[config.mk]
export PLATFORM = sky130hd
export DESIGN_NAME = icache_refill
export DESIGN_NICKNAME = d
export VERILOG_FILES = /design/src/design/icache_pkg.sv /design/src/design/icache_refill.sv
export SDC_FILE = /design/constraint.sdc
export NUM_CORES = 1
export LEC_CHECK = 0
export ABC_AREA = 0
export ABC_CLOCK_PERIOD_IN_PS = 3670
export BUFFER_PORTS_ARGS = -buffer_cell sky130_fd_sc_hd__buf_2
export CAP_MARGIN = 25
export CORE_AREA = 2 2 161 163
export DETAILED_ROUTE_END_ITERATION = 10
export DIE_AREA = 0 0 163 165
export GPL_TIMING_DRIVEN = 0
export SYNTH_ARGS = -nofsm -noshare
export SYNTH_HDL_FRONTEND = slang
export SYNTH_SLANG_ARGS = --single-unit
[constraint.sdc]
create_clock -name clk -period 3.67 [get_ports clk]
set_input_delay 0 -clock clk [delete_from_list [all_inputs] [get_ports clk]]
set_output_delay 0 -clock clk [all_outputs]
set_load 0.005 [all_outputs]
[src/design/icache_pkg.sv]
package icache_pkg;

  // geometry
  localparam int tag_w          = 21;
  localparam int idx_w          = 6;
  localparam int words_per_line = 4;
  localparam int word_w         = 64;
  localparam int off_w          = $clog2(words_per_line);
  localparam int byte_w         = 3;
  localparam int line_addr_w    = tag_w + idx_w;

  typedef struct packed {
    logic [tag_w-1:0]  tag;
    logic [idx_w-1:0]  idx;
    logic [off_w-1:0]  off;
    logic [byte_w-1:0] byte_sel;
  } fetch_addr_t;

  // word 0 sits in the low 64 bits
  typedef logic [words_per_line-1:0][word_w-1:0] cache_line_t;

  typedef struct packed {
    logic        valid;
    fetch_addr_t addr;
  } fetch_req_t;

  typedef struct packed {
    logic              valid;
    logic              hit;
    logic [word_w-1:0] data;
  } fetch_rsp_t;

  typedef struct packed {
    logic                   valid;
    logic [line_addr_w-1:0] line_addr;
  } mem_req_t;

  typedef struct packed {
    logic              valid;
    logic [word_w-1:0] data;
  } mem_rsp_t;

  typedef struct packed {
    logic        hit;
    logic        valid;
    cache_line_t line;
  } way_rd_t;

endpackage

[src/design/icache_refill.sv]
`timescale 1ns/1ps

module icache_refill (
  input  logic                               clk,
  input  logic                               rst_n,
  input  logic                               start,
  input  logic [icache_pkg::line_addr_w-1:0] line_addr,
  output icache_pkg::mem_req_t               mem_req,
  input  icache_pkg::mem_rsp_t               mem_rsp,
  output icache_pkg::cache_line_t            line,
  output logic                               line_done
);
  import icache_pkg::*;

  logic                   req_valid_q;
  logic [line_addr_w-1:0] req_addr_q;
  logic                   busy_q;
  logic [1:0]             beat_cnt_q;
  logic                   done_q;
  cache_line_t            buf_q;

  logic                   launch;
  logic                   beat_in;
  logic                   last_beat;

  assign launch    = start & ~busy_q;
  // stray beats with no request outstanding are dropped
  assign beat_in   = mem_rsp.valid & busy_q;
  assign last_beat = beat_in & (beat_cnt_q == 2'd3);

  always_ff @(posedge clk) begin
    if (!rst_n) begin
      req_valid_q <= 1'b0;
      busy_q      <= 1'b0;
      beat_cnt_q  <= 2'd0;
      done_q      <= 1'b0;
    end else begin
      req_valid_q <= launch;
      done_q      <= last_beat;
      if (launch) begin
        busy_q <= 1'b1;
      end else if (last_beat) begin
        busy_q <= 1'b0;
      end
      if (last_beat) begin
        beat_cnt_q <= 2'd0;
      end else if (beat_in) begin
        beat_cnt_q <= beat_cnt_q + 2'd1;
      end
    end
  end

  // beats shift down, word 0 ends up lowest
  always_ff @(posedge clk) begin
    if (launch) begin
      req_addr_q <= line_addr;
    end
    if (beat_in) begin
      buf_q <= {mem_rsp.data, buf_q[words_per_line-1:1]};
    end
  end

  assign mem_req.valid     = req_valid_q;
  assign mem_req.line_addr = req_addr_q;
  assign line              = buf_q;
  assign line_done         = done_q;

endmodule

**Word level (Yosys, flattened, before mapping)**

Cells that the tools add are included.

- Bits in registers: 288
- Bits of input ports: 95
- Logic and storage cells: 20

- Mux-type cells: 2
- Reductions and logical operators: 2
- $add $sub $neg: 1
- Eq/ne operators: 1
- Bitwise gates (word level): 5

Operators by type and width:

| kind | number |
|---|---|
| 1-bit bitwise AND | 3 |
| 2-bit by 1-bit adder with 2-bit output, second input constant | 1 |
| 2-bit equality test, second input constant | 1 |
| 1-bit 2-to-1 mux | 2 |
| 1-bit inverter | 2 |
| 2-bit nonzero test | 1 |
| 2-bit OR reduction | 1 |

**Longest topological paths before layout**

- Word-level depth: 4
- Gate-level depth with buffers: 3
- Mapped depth without buffers: 3

**Worst setup path after synthesis**

OpenSTA, ideal clock, no wires.

- Kind: register to register
- Start: register busy_q
- End: register buf_q (netlist bit line[0]), enable pin
- Setup time: 442 ps
- Setup slack: 1,024 ps
- Arrival time: 2,204 ps
- Cell stages (with the launch flop): 2
- Path buffers: 0
- Required time: 3,228 ps
- Path through: dfxtp_1 and2_4

- Cells in the longest elaborated chain, start to end: 1

RTL lines:

| element | RTL line | source |
|---|---|---|
| start, declared | icache_refill.sv:17 | `logic busy_q;` |
| start signal, assigned | icache_refill.sv:34 | `busy_q <= 1'b0;` |
| start signal, assigned | icache_refill.sv:41 | `busy_q <= 1'b1;` |
| start signal, assigned | icache_refill.sv:43 | `busy_q <= 1'b0;` |
| 1-bit bitwise AND | icache_refill.sv:28 | `assign beat_in = mem_rsp.valid & busy_q;` |
| net beat_in | icache_refill.sv:23 | `logic beat_in;` |
| end signal, assigned | icache_refill.sv:59 | `buf_q <= {mem_rsp.data, buf_q[words_per_line-1:1]};` |
| end, declared | icache_refill.sv:20 | `cache_line_t buf_q;` |

The timed path passes the listed nets, and every way through them passes these cells.
A chain may end at the register's enable or synchronous reset.

**Final worst setup path**

- Start: register busy_q
- End: register buf_q (netlist bit line[34]), enable pin

The elaborated chain is that of the path after synthesis.

==> impl_results.md <==
- Overall power: roughly 7.2 mW
- Area occupied by multi-input gates: 105 sq um
- Max-cap viol count: 0
- Critical path's most frequent cell: buf_16
- Grt total ovfl: 0
- RSZ-0062 raised after global routing: false
- Vias per inst: approximately 4.2
- Synth top area share: 97.6%
- Pwr dens: 552 mW/mm^2
- Row count: 58
- PortBufs: roughly 380
- Initial antenna violation count: 0
- Reg-to-reg endpoint: line[34]
- Final nets: 908
- Crit Path Category: flip-flop to flip-flop
- Cell variety after synth: 14
- Die H: 165 um
- DR vias: 4917
- Actual slew at the worst max-slew pin: 766 ps
- Dpl hpwl: between 10 and 15 mm
- Crit path max-delay cell type: and2_4
- Largest area contributor in the netlist: edfxtp_1
- Clock Skews: between 7 and 8 ps
- Post-synth ARST share: 0%
- Slew HR: 48.9%
- Cell area after synthesis: 0.00871 sq mm
- Register area: around 0.0086 sq mm
- GRT Total Usage: 13.7%
- Routed WL: 19.8 mm
- Mapped Nets: 398
- Initial Util: 34.8%
- R2r setup slk: 1400 ps
- CTS Root Cell: clkbuf_16
- H-tree Lvls: 1
- Wirelength per Cell: between 15 and 20 um
- CP peak stage delay: between 600 and 700 ps
- Critical path cell sequence: and2_4, buf_16, buf_16
- Post-synth EDFFs: 283
- Clock-pin slew on the worst setup and hold paths: 60 ps
- Die width: about 160 um
- Die area: 0.0269 sq mm
- Worst Hold End: line[218]
- Cell Area, Placed: 0.0111 sq mm
- Pin count of the biggest net entering global routing: 75
- Top_reg_cell synth: edfxtp_1
- Min Hold Slack: roughly 160 ps
- Vias in the first global route: 5044
- Cells after Synth: slightly above 300
- Setup_tns: 0 ps
- Core ar.: 0.0250 sq mm
- Share of cells above drive strength 1: between 50% and 60%
- Fmax: 441 MHz
- Worst path bufs/invs: 2
- Most frequent cell after synthesis: edfxtp_1
- Clock sink count: 288
- Setup violations, final: 0
- N_diodes: 0
- Worst path top cell family by delay: buffers and inverters
- Ports: 380
- Clk Latency, worst-skew pair: 540 ps
- Final ANT Viol Nets: 0
- Design Area, Final: 0.0131 sq mm
- Hold Violations, Final: 0
- Run status: completed
- Synth area leaders: edfxtp_1, dfxtp_1, a21boi_0, o21a_1, and4bb_1
- Register area share after synthesis: roughly 99%
- Clock tree buffer depth: 3
- HP Class: input port to flip-flop
- R2r startpoint: busy_q
- Max-slew violations: 0
- Reg2Reg Depth: 3
- Worst-path fanout max: 74
- TritonCTS Buffers: 30
- Lkg Pwr: 5.15 nW
- Synth cell count leaders: edfxtp_1, dfxtp_1, a21boi_0, o21a_1
- CTS tree: yes
- Synth Area per Inst: ~29 sq um
- CP endpoint kind: flip-flop
- Initial DRC count: approximately 340
- Warnings, synthesis: 0
- GP Congestion: 0.747
- CP Data Required Time: approximately 3900 ps
- Post-CTS sizing: 0
- Period Utilization, post-route: 61.8%
- Hold Startpoint: mem_rsp[26]
- Router iterations before antenna repair: 4
- First-pass GRT wire length: around 28 mm
- Tmin final: 2270 ps
- Worst Hold Depth: 2
- Peak supply drop: 0.375 mV
- DRC viols: 0
- WP data arrival: 2470 ps
- Area Overhead vs Synth: 50.4%
- FF+latch count, synth: 288
- Startpoint Class: flip-flop
- Util after Layout: a little over half
- Fill count: around 2000
-- area by class of cell --
type	count	share of cell area [%]
clock buffers	33	5.98
plain buffers	1	0.0573
flip-flops and latches	288	65.7
multi-input cells	13	0.803
repair buffers	478	22.5
well taps	330	3.15
clock inverters	23	1.84
-- metrics by stage --
step / instances / worst slack, ps
after floorplan: 302 / 1020
after global placement: 1011 / 274
after detailed placement: 1015 / 1370
after CTS: 1166 / 1340
after global routing: 1166 / 1210
final: 1166 / 1400
-- state kept, by name, summed over array words and instances (netlist names) --
register and flops:
beat_cnt_q 2, busy_q 1, line 256, line_done 1, req_addr_q 27, req_valid_q 1
-- how the worst max path moves through the flow --
stage | from | end | slack, ps | depth (start not counted)
floorplan | busy_q | line[0] | 1020 | 1
global placement | busy_q | line[33] | 270 | 1
detailed placement | busy_q | line[34] | 1370 | 3
CTS | busy_q | line[34] | 1340 | 3
global route | busy_q | line[34] | 1210 | 3
finish | busy_q | line[34] | 1400 | 3
-- cells in the final DEF (no fill, tap or decap) --
| cell type | Yosys | final |
|---|---|---|
| o21ai_0 | 1 | 1 |
| nor2b_2 | 0 | 1 |
| and3_1 | 1 | 1 |
| buf_8 | 0 | 1 |
| o21a_1 | 2 | 2 |
| buf_4 | 1 | 1 |
| a21oi_1 | 1 | 1 |
| dlygate4sd3_1 | 0 | 95 |
| clkinv_4 | 0 | 1 |
| clkinvlp_4 | 0 | 3 |
| bufinv_16 | 0 | 5 |
| clkbuf_16 | 0 | 31 |
| clkinv_1 | 0 | 8 |
| and2_1 | 1 | 1 |
| and4b_1 | 1 | 1 |
| buf_2 | 0 | 379 |
| and2_4 | 1 | 1 |
| and4bb_1 | 1 | 1 |
| dfxtp_1 | 5 | 5 |
| a21boi_0 | 2 | 2 |
| clkbuf_1 | 0 | 2 |
| clkinv_2 | 0 | 6 |
| edfxtp_1 | 283 | 283 |
| buf_16 | 0 | 3 |
| ha_1 | 1 | 1 |
-- cells by family after synthesis --
family	share of synthesized area [%]
AO/OA/AOI/OAI	0.460
AND/OR/NAND/NOR	0.575
buffers and inverters	0.0862
flip-flops	98.7
adder cells (fa/ha/maj)	0.144
-- power by group --
group	switching [mW]	total (mW)	internal, mW
sequential	0.0470	3.80	3.75
clock	1.21	3.09	1.88
combinational	0.160	0.343	0.183
-- repair_timing --
| item | in CTS | in global routing |
|---|---|---|
| hold buffers | 95 | 0 |
| buffers inserted | 0 | 0 |
| endpoints found under the hold margin | 102 | 0 |
-- routing by layer --
layer  routed length, um  global-route usage (%)  vias up  share of wire [%]
met4                 729                    5.71        0                3.7
met2                9920                    23.9      289                 50
li1                    -                       -     2259                  -
met1                7150                    15.1     2319                 36
met3                2040                    4.97       50                 10
met5                   0                       0        -                  0
(Power assumes the default switching activity.)
