## src/design/icache_pkg.sv

```systemverilog
package icache_pkg;

  // geometry
  localparam int tag_w          = 21;
  localparam int idx_w          = 6;
  localparam int words_per_line = 4;
  localparam int word_w         = 64;
  localparam int off_w          = $clog2(words_per_line);
  localparam int byte_w         = 3;
  localparam int line_addr_w    = tag_w + idx_w;

  typedef struct packed {
    logic [tag_w-1:0]  tag;
    logic [idx_w-1:0]  idx;
    logic [off_w-1:0]  off;
    logic [byte_w-1:0] byte_sel;
  } fetch_addr_t;

  // word 0 sits in the low 64 bits
  typedef logic [words_per_line-1:0][word_w-1:0] cache_line_t;

  typedef struct packed {
    logic        valid;
    fetch_addr_t addr;
  } fetch_req_t;

  typedef struct packed {
    logic              valid;
    logic              hit;
    logic [word_w-1:0] data;
  } fetch_rsp_t;

  typedef struct packed {
    logic                   valid;
    logic [line_addr_w-1:0] line_addr;
  } mem_req_t;

  typedef struct packed {
    logic              valid;
    logic [word_w-1:0] data;
  } mem_rsp_t;

  typedef struct packed {
    logic        hit;
    logic        valid;
    cache_line_t line;
  } way_rd_t;

endpackage

```

## src/design/icache_ctrl.sv

```systemverilog
`timescale 1ns/1ps

module icache_ctrl #(
  parameter int num_sets      = 64,
  parameter int fetch_credits = 2
) (
  input  logic                               clk,
  input  logic                               rst_n,
  input  icache_pkg::fetch_req_t             fetch_req,
  output icache_pkg::fetch_rsp_t             fetch_rsp,
  output logic                               fetch_credit,
  output logic                               rd_en,
  output logic [icache_pkg::idx_w-1:0]       rd_idx,
  output logic [icache_pkg::tag_w-1:0]       cmp_tag,
  input  icache_pkg::way_rd_t                rd0,
  input  icache_pkg::way_rd_t                rd1,
  output logic                               fill_en0,
  output logic                               fill_en1,
  output logic [icache_pkg::idx_w-1:0]       fill_idx,
  output logic [icache_pkg::tag_w-1:0]       fill_tag,
  output icache_pkg::cache_line_t            fill_line,
  output logic                               refill_start,
  output logic [icache_pkg::line_addr_w-1:0] refill_addr,
  input  icache_pkg::cache_line_t            refill_line,
  input  logic                               refill_done
);
  import icache_pkg::*;

  localparam int cred_w = $clog2(fetch_credits + 1);

  // holding slot for a request that arrives during a miss
  logic                s1_valid_q;
  fetch_addr_t         s1_addr_q;
  logic                s2_valid_q;
  fetch_addr_t         s2_addr_q;
  logic                miss_q;
  logic                victim_q;
  // one bit per set, names the least recent way
  logic [num_sets-1:0] lru_q;
  logic                rsp_valid_q;
  logic                rsp_hit_q;
  logic [word_w-1:0]   rsp_data_q;
  logic [cred_w-1:0]   init_cnt_q;

  logic                rd_req;
  fetch_addr_t         rd_addr;
  logic                s2_hit;
  logic                hit_now;
  logic                miss_now;
  logic                stall;
  logic                victim;
  cache_line_t         hit_line;

  // held request goes first
  assign rd_req   = s1_valid_q | fetch_req.valid;
  assign rd_addr  = s1_valid_q ? s1_addr_q : fetch_req.addr;

  assign s2_hit   = rd0.hit | rd1.hit;
  assign hit_now  = s2_valid_q & ~miss_q & s2_hit;
  assign miss_now = s2_valid_q & ~miss_q & ~s2_hit;
  // also covers the fill edge, so a re-read sees the new line
  assign stall    = miss_now | miss_q;

  assign rd_en    = rd_req & ~stall;
  assign rd_idx   = rd_addr.idx;
  assign cmp_tag  = s2_addr_q.tag;
  assign hit_line = rd1.hit ? rd1.line : rd0.line;

  // invalid ways first, then lru
  always_comb begin
    if (!rd0.valid) begin
      victim = 1'b0;
    end else if (!rd1.valid) begin
      victim = 1'b1;
    end else begin
      victim = lru_q[s2_addr_q.idx];
    end
  end

  assign refill_start = miss_now;
  assign refill_addr  = {s2_addr_q.tag, s2_addr_q.idx};
  assign fill_en0     = refill_done & ~victim_q;
  assign fill_en1     = refill_done & victim_q;
  assign fill_idx     = s2_addr_q.idx;
  assign fill_tag     = s2_addr_q.tag;
  assign fill_line    = refill_line;

  always_ff @(posedge clk) begin
    if (!rst_n) begin
      s1_valid_q  <= 1'b0;
      s2_valid_q  <= 1'b0;
      miss_q      <= 1'b0;
      lru_q       <= '0;
      rsp_valid_q <= 1'b0;
      init_cnt_q  <= cred_w'(fetch_credits);
    end else begin
      if (stall) begin
        s1_valid_q <= s1_valid_q | fetch_req.valid;
      end else begin
        s1_valid_q <= s1_valid_q & fetch_req.valid;
      end
      if (refill_done) begin
        s2_valid_q <= 1'b0;
      end else if (!stall) begin
        s2_valid_q <= rd_req;
      end
      if (miss_now) begin
        miss_q <= 1'b1;
      end else if (refill_done) begin
        miss_q <= 1'b0;
      end
      if (hit_now) begin
        lru_q[s2_addr_q.idx] <= rd0.hit;
      end else if (refill_done) begin
        lru_q[s2_addr_q.idx] <= ~victim_q;
      end
      rsp_valid_q <= hit_now | refill_done;
      // initial grants give way to response credits
      if (init_cnt_q != '0 && !rsp_valid_q) begin
        init_cnt_q <= init_cnt_q - 1'b1;
      end
    end
  end

  always_ff @(posedge clk) begin
    if (fetch_req.valid) begin
      s1_addr_q <= fetch_req.addr;
    end
    if (!stall) begin
      s2_addr_q <= rd_addr;
    end
    if (miss_now) begin
      victim_q <= victim;
    end
    rsp_hit_q <= hit_now;
    if (hit_now) begin
      rsp_data_q <= hit_line[s2_addr_q.off];
    end else if (refill_done) begin
      rsp_data_q <= refill_line[s2_addr_q.off];
    end
  end

  assign fetch_rsp.valid = rsp_valid_q;
  assign fetch_rsp.hit   = rsp_hit_q;
  assign fetch_rsp.data  = rsp_data_q;
  assign fetch_credit    = rsp_valid_q | (init_cnt_q != '0);

endmodule

```

## config.mk

```make
export PLATFORM = sky130hd
export DESIGN_NAME = icache_ctrl
export DESIGN_NICKNAME = d
export VERILOG_FILES = /design/src/design/icache_pkg.sv /design/src/design/icache_ctrl.sv
export SDC_FILE = /design/constraint.sdc
export NUM_CORES = 1
export LEC_CHECK = 0
export BUFFER_PORTS_ARGS = -buffer_cell sky130_fd_sc_hd__buf_4
export CAP_MARGIN = 20
export CORE_AREA = 8 8 466 468
export CTS_BUF_LIST = sky130_fd_sc_hd__clkbuf_16
export DETAILED_ROUTE_END_ITERATION = 6
export DIE_AREA = 0 0 474 476
export GPL_TIMING_DRIVEN = 0
export HOLD_SLACK_MARGIN = 0.03
export PLACE_DENSITY = 0.3
export SLEW_MARGIN = 20
export SYNTH_ARGS = -nofsm -noshare
export SYNTH_HDL_FRONTEND = slang
export SYNTH_SLANG_ARGS = --single-unit
```

## constraint.sdc

```tcl
create_clock -name clk -period 3.15 [get_ports clk]
set_input_delay 0.63 -clock clk [delete_from_list [all_inputs] [get_ports clk]]
set_output_delay 0.63 -clock clk [all_outputs]
set_load 0.01 [all_outputs]
```

# --- Yosys cells after proc, flatten, opt, wreduce, memory -nomap -nowiden ---
# Cells that the tools add are included.
word_totals:
  register_bits: 197
  latchBits: 0
  ramBits: 0
  mem_bits_ro: 0
  inputBits: 808
  output_inout_bits: 408
  word_cells: 64
  memories: 0
classes:
  addsub: 1
  multipliers: 0
  div_mod_pow: 0
  magnitude_cmp: 3
  eq_ne: 0
  n_shift: 0
  muxes: 20
  bitwise: 17
  reduce_logical: 7
op_table:
  columns: ["cell", "n"]
  rows:
  - ["64-bit two-way mux", 6]
  - ["64-bit binary-select mux with 2-bit select", 2]
  - ["256-bit two-way mux", 1]
  - ["64-bit bitwise mux", 2]
  - ["32-bit two-way mux", 1]
  - ["1-bit bitwise AND", 7]
  - ["6-bit by 7-bit less-than comparator with 1-bit output (second input constant)", 1]
  - ["1-bit binary-select mux with 6-bit select", 1]
  - ["1-bit demux with 6-bit select", 1]
  - ["6-bit by 1-bit greater-or-equal comparator with 1-bit output (second input constant)", 1]
  - ["1-bit two-way mux", 6]
  - ["2-bit nonzero test", 3]
  - ["1-bit NOT", 5]
  - ["1-bit bitwise OR", 5]
  - ["2-bit by 3-bit less-than comparator with 1-bit output (second input constant)", 1]
  - ["1-bit logical AND", 2]
  - ["2-bit OR reduction", 1]
  - ["2-bit by 1-bit subtractor with 2-bit output (second input constant)", 1]
  - ["1-bit logical NOT", 1]

# --- Longest topological paths before layout ---
depth:
  ltp_word: 7
  ltp_mapped: 9
  depth_no_buf: 6

# --- Worst setup path after synthesis ---
# No wires, ideal clock.
synth_timing:
  path_kind: "input to register"
  startpoint: "input rd1[257] (netlist name)"
  endpoint: "register s2_valid_q"
  setup_ps: 115
  t_arrival_ps: 2908
  required_ps: 3035
  setup_slack_ps: 128
  stages: 6
  n_path_buf: 2
  path_cell_list: "clkbuf_1 buf_2 nor3_2 nor2_1 nor2_1 a2111oi_0"
synth_via:
  elab_chain_cells: 4
synth_lines:
  columns: ["item", "line_no", "text"]
  rows:
  - ["start: declaration", "icache_ctrl.sv:16", "input icache_pkg::way_rd_t rd1,"]
  - ["1-bit bitwise OR", "icache_ctrl.sv:58", "assign s2_hit = rd0.hit | rd1.hit;"]
  - ["1-bit NOT", "icache_ctrl.sv:60", "assign miss_now = s2_valid_q & ~miss_q & ~s2_hit;"]
  - ["1-bit bitwise AND", "icache_ctrl.sv:60", null]
  - ["net refill_start", "icache_ctrl.sv:22", "output logic refill_start,"]
  - ["1-bit bitwise OR", "icache_ctrl.sv:62", "assign stall = miss_now | miss_q;"]
  - ["end signal: assignment", "icache_ctrl.sv:105", "s2_valid_q <= rd_req;"]
  - ["end: declaration", "icache_ctrl.sv:34", "logic s2_valid_q;"]
# The timed path passes the listed nets, and every way through them passes these cells.
# A chain may end at the register's enable or synchronous reset.

# --- Worst setup path after layout ---
layout_timing:
  startpoint: "input rd1[257] (netlist name)"
  endpoint: "register rsp_data_q[14] (data pin)"
layout_via:
  elab_chain_cells: 4
  elab_cells_between_ends: 6
  classes_between: "mux: 4; bitwise: 2"
layout_lines:
  columns: ["item", "line_no", "text"]
  rows:
  - ["256-bit two-way mux", "icache_ctrl.sv:67", "assign hit_line = rd1.hit ? rd1.line : rd0.line;"]
  - ["64-bit binary-select mux with 2-bit select", "icache_ctrl.sv:137", "rsp_data_q <= hit_line[s2_addr_q.off];"]
  - ["64-bit two-way mux (not written as such)", "icache_ctrl.sv:137", null]
  - ["64-bit two-way mux (*)", "icache_ctrl.sv:136", "if (hit_now) begin"]
  - ["end signal: assignment", "icache_ctrl.sv:137", null]
  - ["end signal: assignment", "icache_ctrl.sv:139", "rsp_data_q <= refill_line[s2_addr_q.off];"]
  - ["end: declaration", "icache_ctrl.sv:42", "logic [word_w-1:0] rsp_data_q;"]
# Mark *: on every way between the ends. The rest lies on a longest branch, timed or not. The select of a mux whose other input is x is not followed.

==> results.py <==
metrics = {
    "route": {
        "vias": 18200,
        "detail_route.wl_per_cell_um": 34.5,
        "dr.pass1.iters": 5,
        "drc": 0,
        "final_antenna_net_count": 0,
        "wl_mm": 189,
        "detail_route.iter0.violations": 1442,
        "vias_per_cell": 3.32,
    },
    "logic_synthesis": {
        "syn_nets": 2193,
        "synthCells": 1384,
        "yosysSeqAreaShare": 0.318,
        "synth_area_um2": 16100,
        "syn_area_per_cell_um2": 11.6,
        "synthFlopType": "edfxtp_1",
        "ys_ff_latch": 194,
        "synth.distinct_cells": 52,
        "synthArstFlopShare": 0,
        "yosys_warnings": 0,
        "synth_edf_count": 123,
    },
    "run": {
        "maxCapViolations": 0,
    },
    "sta": {
        "min_period_ns": 3.09,
        "hold_viol": 0,
        "finalSetupTns_ns": 0,
        "worstMarginPinSlew_ns": 1.02,
        "finalMaxSlewViolations": 0,
        "rsz0062_at_grt": "no",
        "setup_viol": 0,
        "clock.fmax_ghz": 0.323,
        "slew_headroom": 0.320,
        "finClkSkew_ns": 0.0302,
        "period_share": 0.982,
    },
    "die": {
        "ios": 1216,
        "coreArea_um2": 210000,
        "rows": 169,
        "dieArea_um2": 226000,
        "die_x_um": 474,
        "initial_utilization": 0.0764,
        "die_h_um": 476,
    },
    "clocking": {
        "cts_made_buffers": 17,
        "root_buffer": "clkbuf_16",
        "clock_latency_ns": 0.56,
        "clk_path_buf_depth": 2,
        "cts_tree": "done",
        "clkTransAtPathRegs_ns": 0.09,
        "postCtsSetupBuffers": 0,
        "htree_levels": 4,
        "cts.sinks": 194,
    },
    "setup_path": {
        "cpMostUsedCell": "clkbuf_2",
        "crit_chain": "clkbuf_2 > clkbuf_2 > buf_12 > buf_2 > mux4_2 > mux2i_2 > a21oi_1",
        "crit_path_max_incr_delay_ns": 0.58,
        "path_class": "primary input to flop",
        "arrival_ns": 3.35,
        "cp_max_fo": 10,
        "end_kind": "flop",
        "crit_path_start_kind": "primary input",
        "critPathSlowestCell": "mux4_2",
        "required_ns": 3.40,
    },
    "power_and_ir_drop": {
        "cell_internal_pwr_w": 0.00603,
        "switching_share": 0.373,
        "ir_drop_mv": 0.479,
        "p_per_area_nw_per_um2": 325,
        "p_comb_frac": 0.423,
        "switching_power_w": 0.00359,
        "p_clk_frac": 0.262,
        "cellLeakagePower_nw": 12.6,
        "pwr-share-seq": 0.315,
        "design_power_total_w": 0.00962,
    },
    "placement": {
        "finalWeightedCongestion": 0.929,
        "portBuffers": 1211,
        "hpwl_mm": 171,
    },
    "global_route": {
        "grt_usage": 0.159,
        "grt_max_degree": 43,
        "first_global_vias": 18900,
        "antenna_found_initial": 153,
        "grt_pass1_wl_mm": 229,
        "overflow": 0,
    },
    "finish": {
        "syn_to_final_growth_pct": 84.3,
        "layout-drive-gt1-share": 0.714,
        "layout.nets": 3432,
        "fill_cells": 24100,
    },
    "outcome": {
        "status": "finished clean",
    },
    "hold_path": {
        "hold_class": "primary input to flop",
    },
}
-- timing repair --
| action | 4_1_cts | 5_1_grt |
|---|---|---|
| gates resized for setup | 6 | 12 |
| hold buffers | 0 | 0 |
| endpoints found under the setup margin | 40 | 9 |
-- routing by layer --
metal / GRT usage / up-vias / routed length (µm)
li1: - / 7469 / -
met1: 0.182 / 9176 / 71700
met2: 0.266 / 1169 / 89200
met3: 0.0809 / 284 / 22900
met4: 0.0349 / 108 / 4500
met5: 0 / - / 678
-- critical path, delay by kind of cell --
family,cells,cell delay [ns]
buffers and inverters,4,1.45
multiplexers,2,1.03
AO/OA/AOI/OAI,1,0.16
-- cell usage after synthesis (15+ instances only) --
library cell | count | area [µm²]
a211oi_1 | 23 | 173
a21oi_1 | 80 | 400
buf_1 | 15 | 56.3
buf_2 | 34 | 170
buf_4 | 340 | 2550
clkbuf_1 | 59 | 221
dfxtp_1 | 71 | 1420
edfxtp_1 | 123 | 3690
mux2_2 | 32 | 360
mux2i_1 | 104 | 1040
mux4_2 | 192 | 4320
nand3_1 | 15 | 75.1
nand4_1 | 32 | 200
nor2_1 | 129 | 484
nor4_1 | 20 | 125
-- final cells by class --
type                            instances  area, µm²  share of cell area
Inverter                               10       37.5             0.00127
Timing Repair Buffer                 1221       9310               0.314
Antenna cell                           28       70.1             0.00237
Sequential cell                       194       5110               0.173
Clock inverter                         15        149             0.00503
Tap cell                             2821       3530               0.119
Buffer                                448       3040               0.103
Clock buffer                           17        425              0.0144
Multi-Input combinational cell        731       7940               0.268
-- stage by stage --
step / hold WS [ns] / util / area, µm² / setup slack [ns] / cells
floorplan: 0.435 / - / 16100 / 0.128 / 1384
global placement: 0.467 / 0.136 / 28700 / -2.79 / 5416
detailed placement: 0.469 / 0.138 / 28900 / -1.02 / 5426
CTS: 0.189 / 0.140 / 29500 / 0.00133 / 5457
global route: 0.208 / 0.141 / 29600 / 0.0239 / 5468
finish: 0.271 / 0.141 / 29600 / 0.0557 / 5485
-- power by group through the flow --
stage	clock, W	combinational, W	sequential (W)
after global placement	0	0.00408	0.00309
after CTS	0.00269	0.00413	0.00303
after global routing	0.00274	0.00427	0.00305
after floorplan	0	0.00158	0.00309
after detailed placement	0	0.00411	0.00308
final	0.00252	0.00407	0.00303
-- registers in the layout (all words and copies together), names as in the netlist --
register / flops
s2_valid_q: 1
s1_valid_q: 1
lru_q: 64
s2_addr_q: 2
miss_q: 1
fill_idx: 6
victim_q: 1
rsp_hit_q: 1
cmp_tag: 21
rsp_data_q: 64
rsp_valid_q: 1
s1_addr_q: 29
init_cnt_q: 2
-- worst paths after layout --
check	start	to	slack (ns)	depth (start not counted)
setup / recovery	rd1[257]	rsp_data_q[14]	0.06	7
hold / removal	fetch_req[10]	s1_addr_q[10]	0.27	1
setup reg to reg	fill_idx[2]	victim_q	0.15	7
hold reg to reg	lru_q[26]	lru_q[26]	0.49	2
-- cell families after synthesis --
group                    share of synthesized area
buffers and inverters                        0.190
multiplexers                                 0.358
AND/OR/NAND/NOR                             0.0732
flip-flops                                   0.318
AO/OA/AOI/OAI                               0.0599
adder cells (fa/ha/maj)                   0.000778
-- placed cells by master (no fill, tap or decap), types with 4 or more instances in the layout --
cell type,n
buf_2,36
nand2_1,10
buf_4,1551
edfxtp_1,123
mux2_2,32
nor2_1,127
clkbuf_2,16
nor4_1,20
dfxtp_1,71
buf_12,5
nor2b_1,7
clkbuf_1,43
nand4_1,32
o22ai_1,5
clkbuf_16,17
diode_2,28
o21ai_0,8
inv_1,8
nand3_1,15
o21ai_1,4
nand2b_1,4
clkinv_8,4
a21oi_1,80
buf_16,4
mux2i_1,102
mux4_2,192
buf_1,10
nor3_1,8
a221o_1,5
a221oi_1,10
a211oi_1,23
or3_1,5
and2_1,4
No activity file was read; power rests on OpenSTA's default activity.
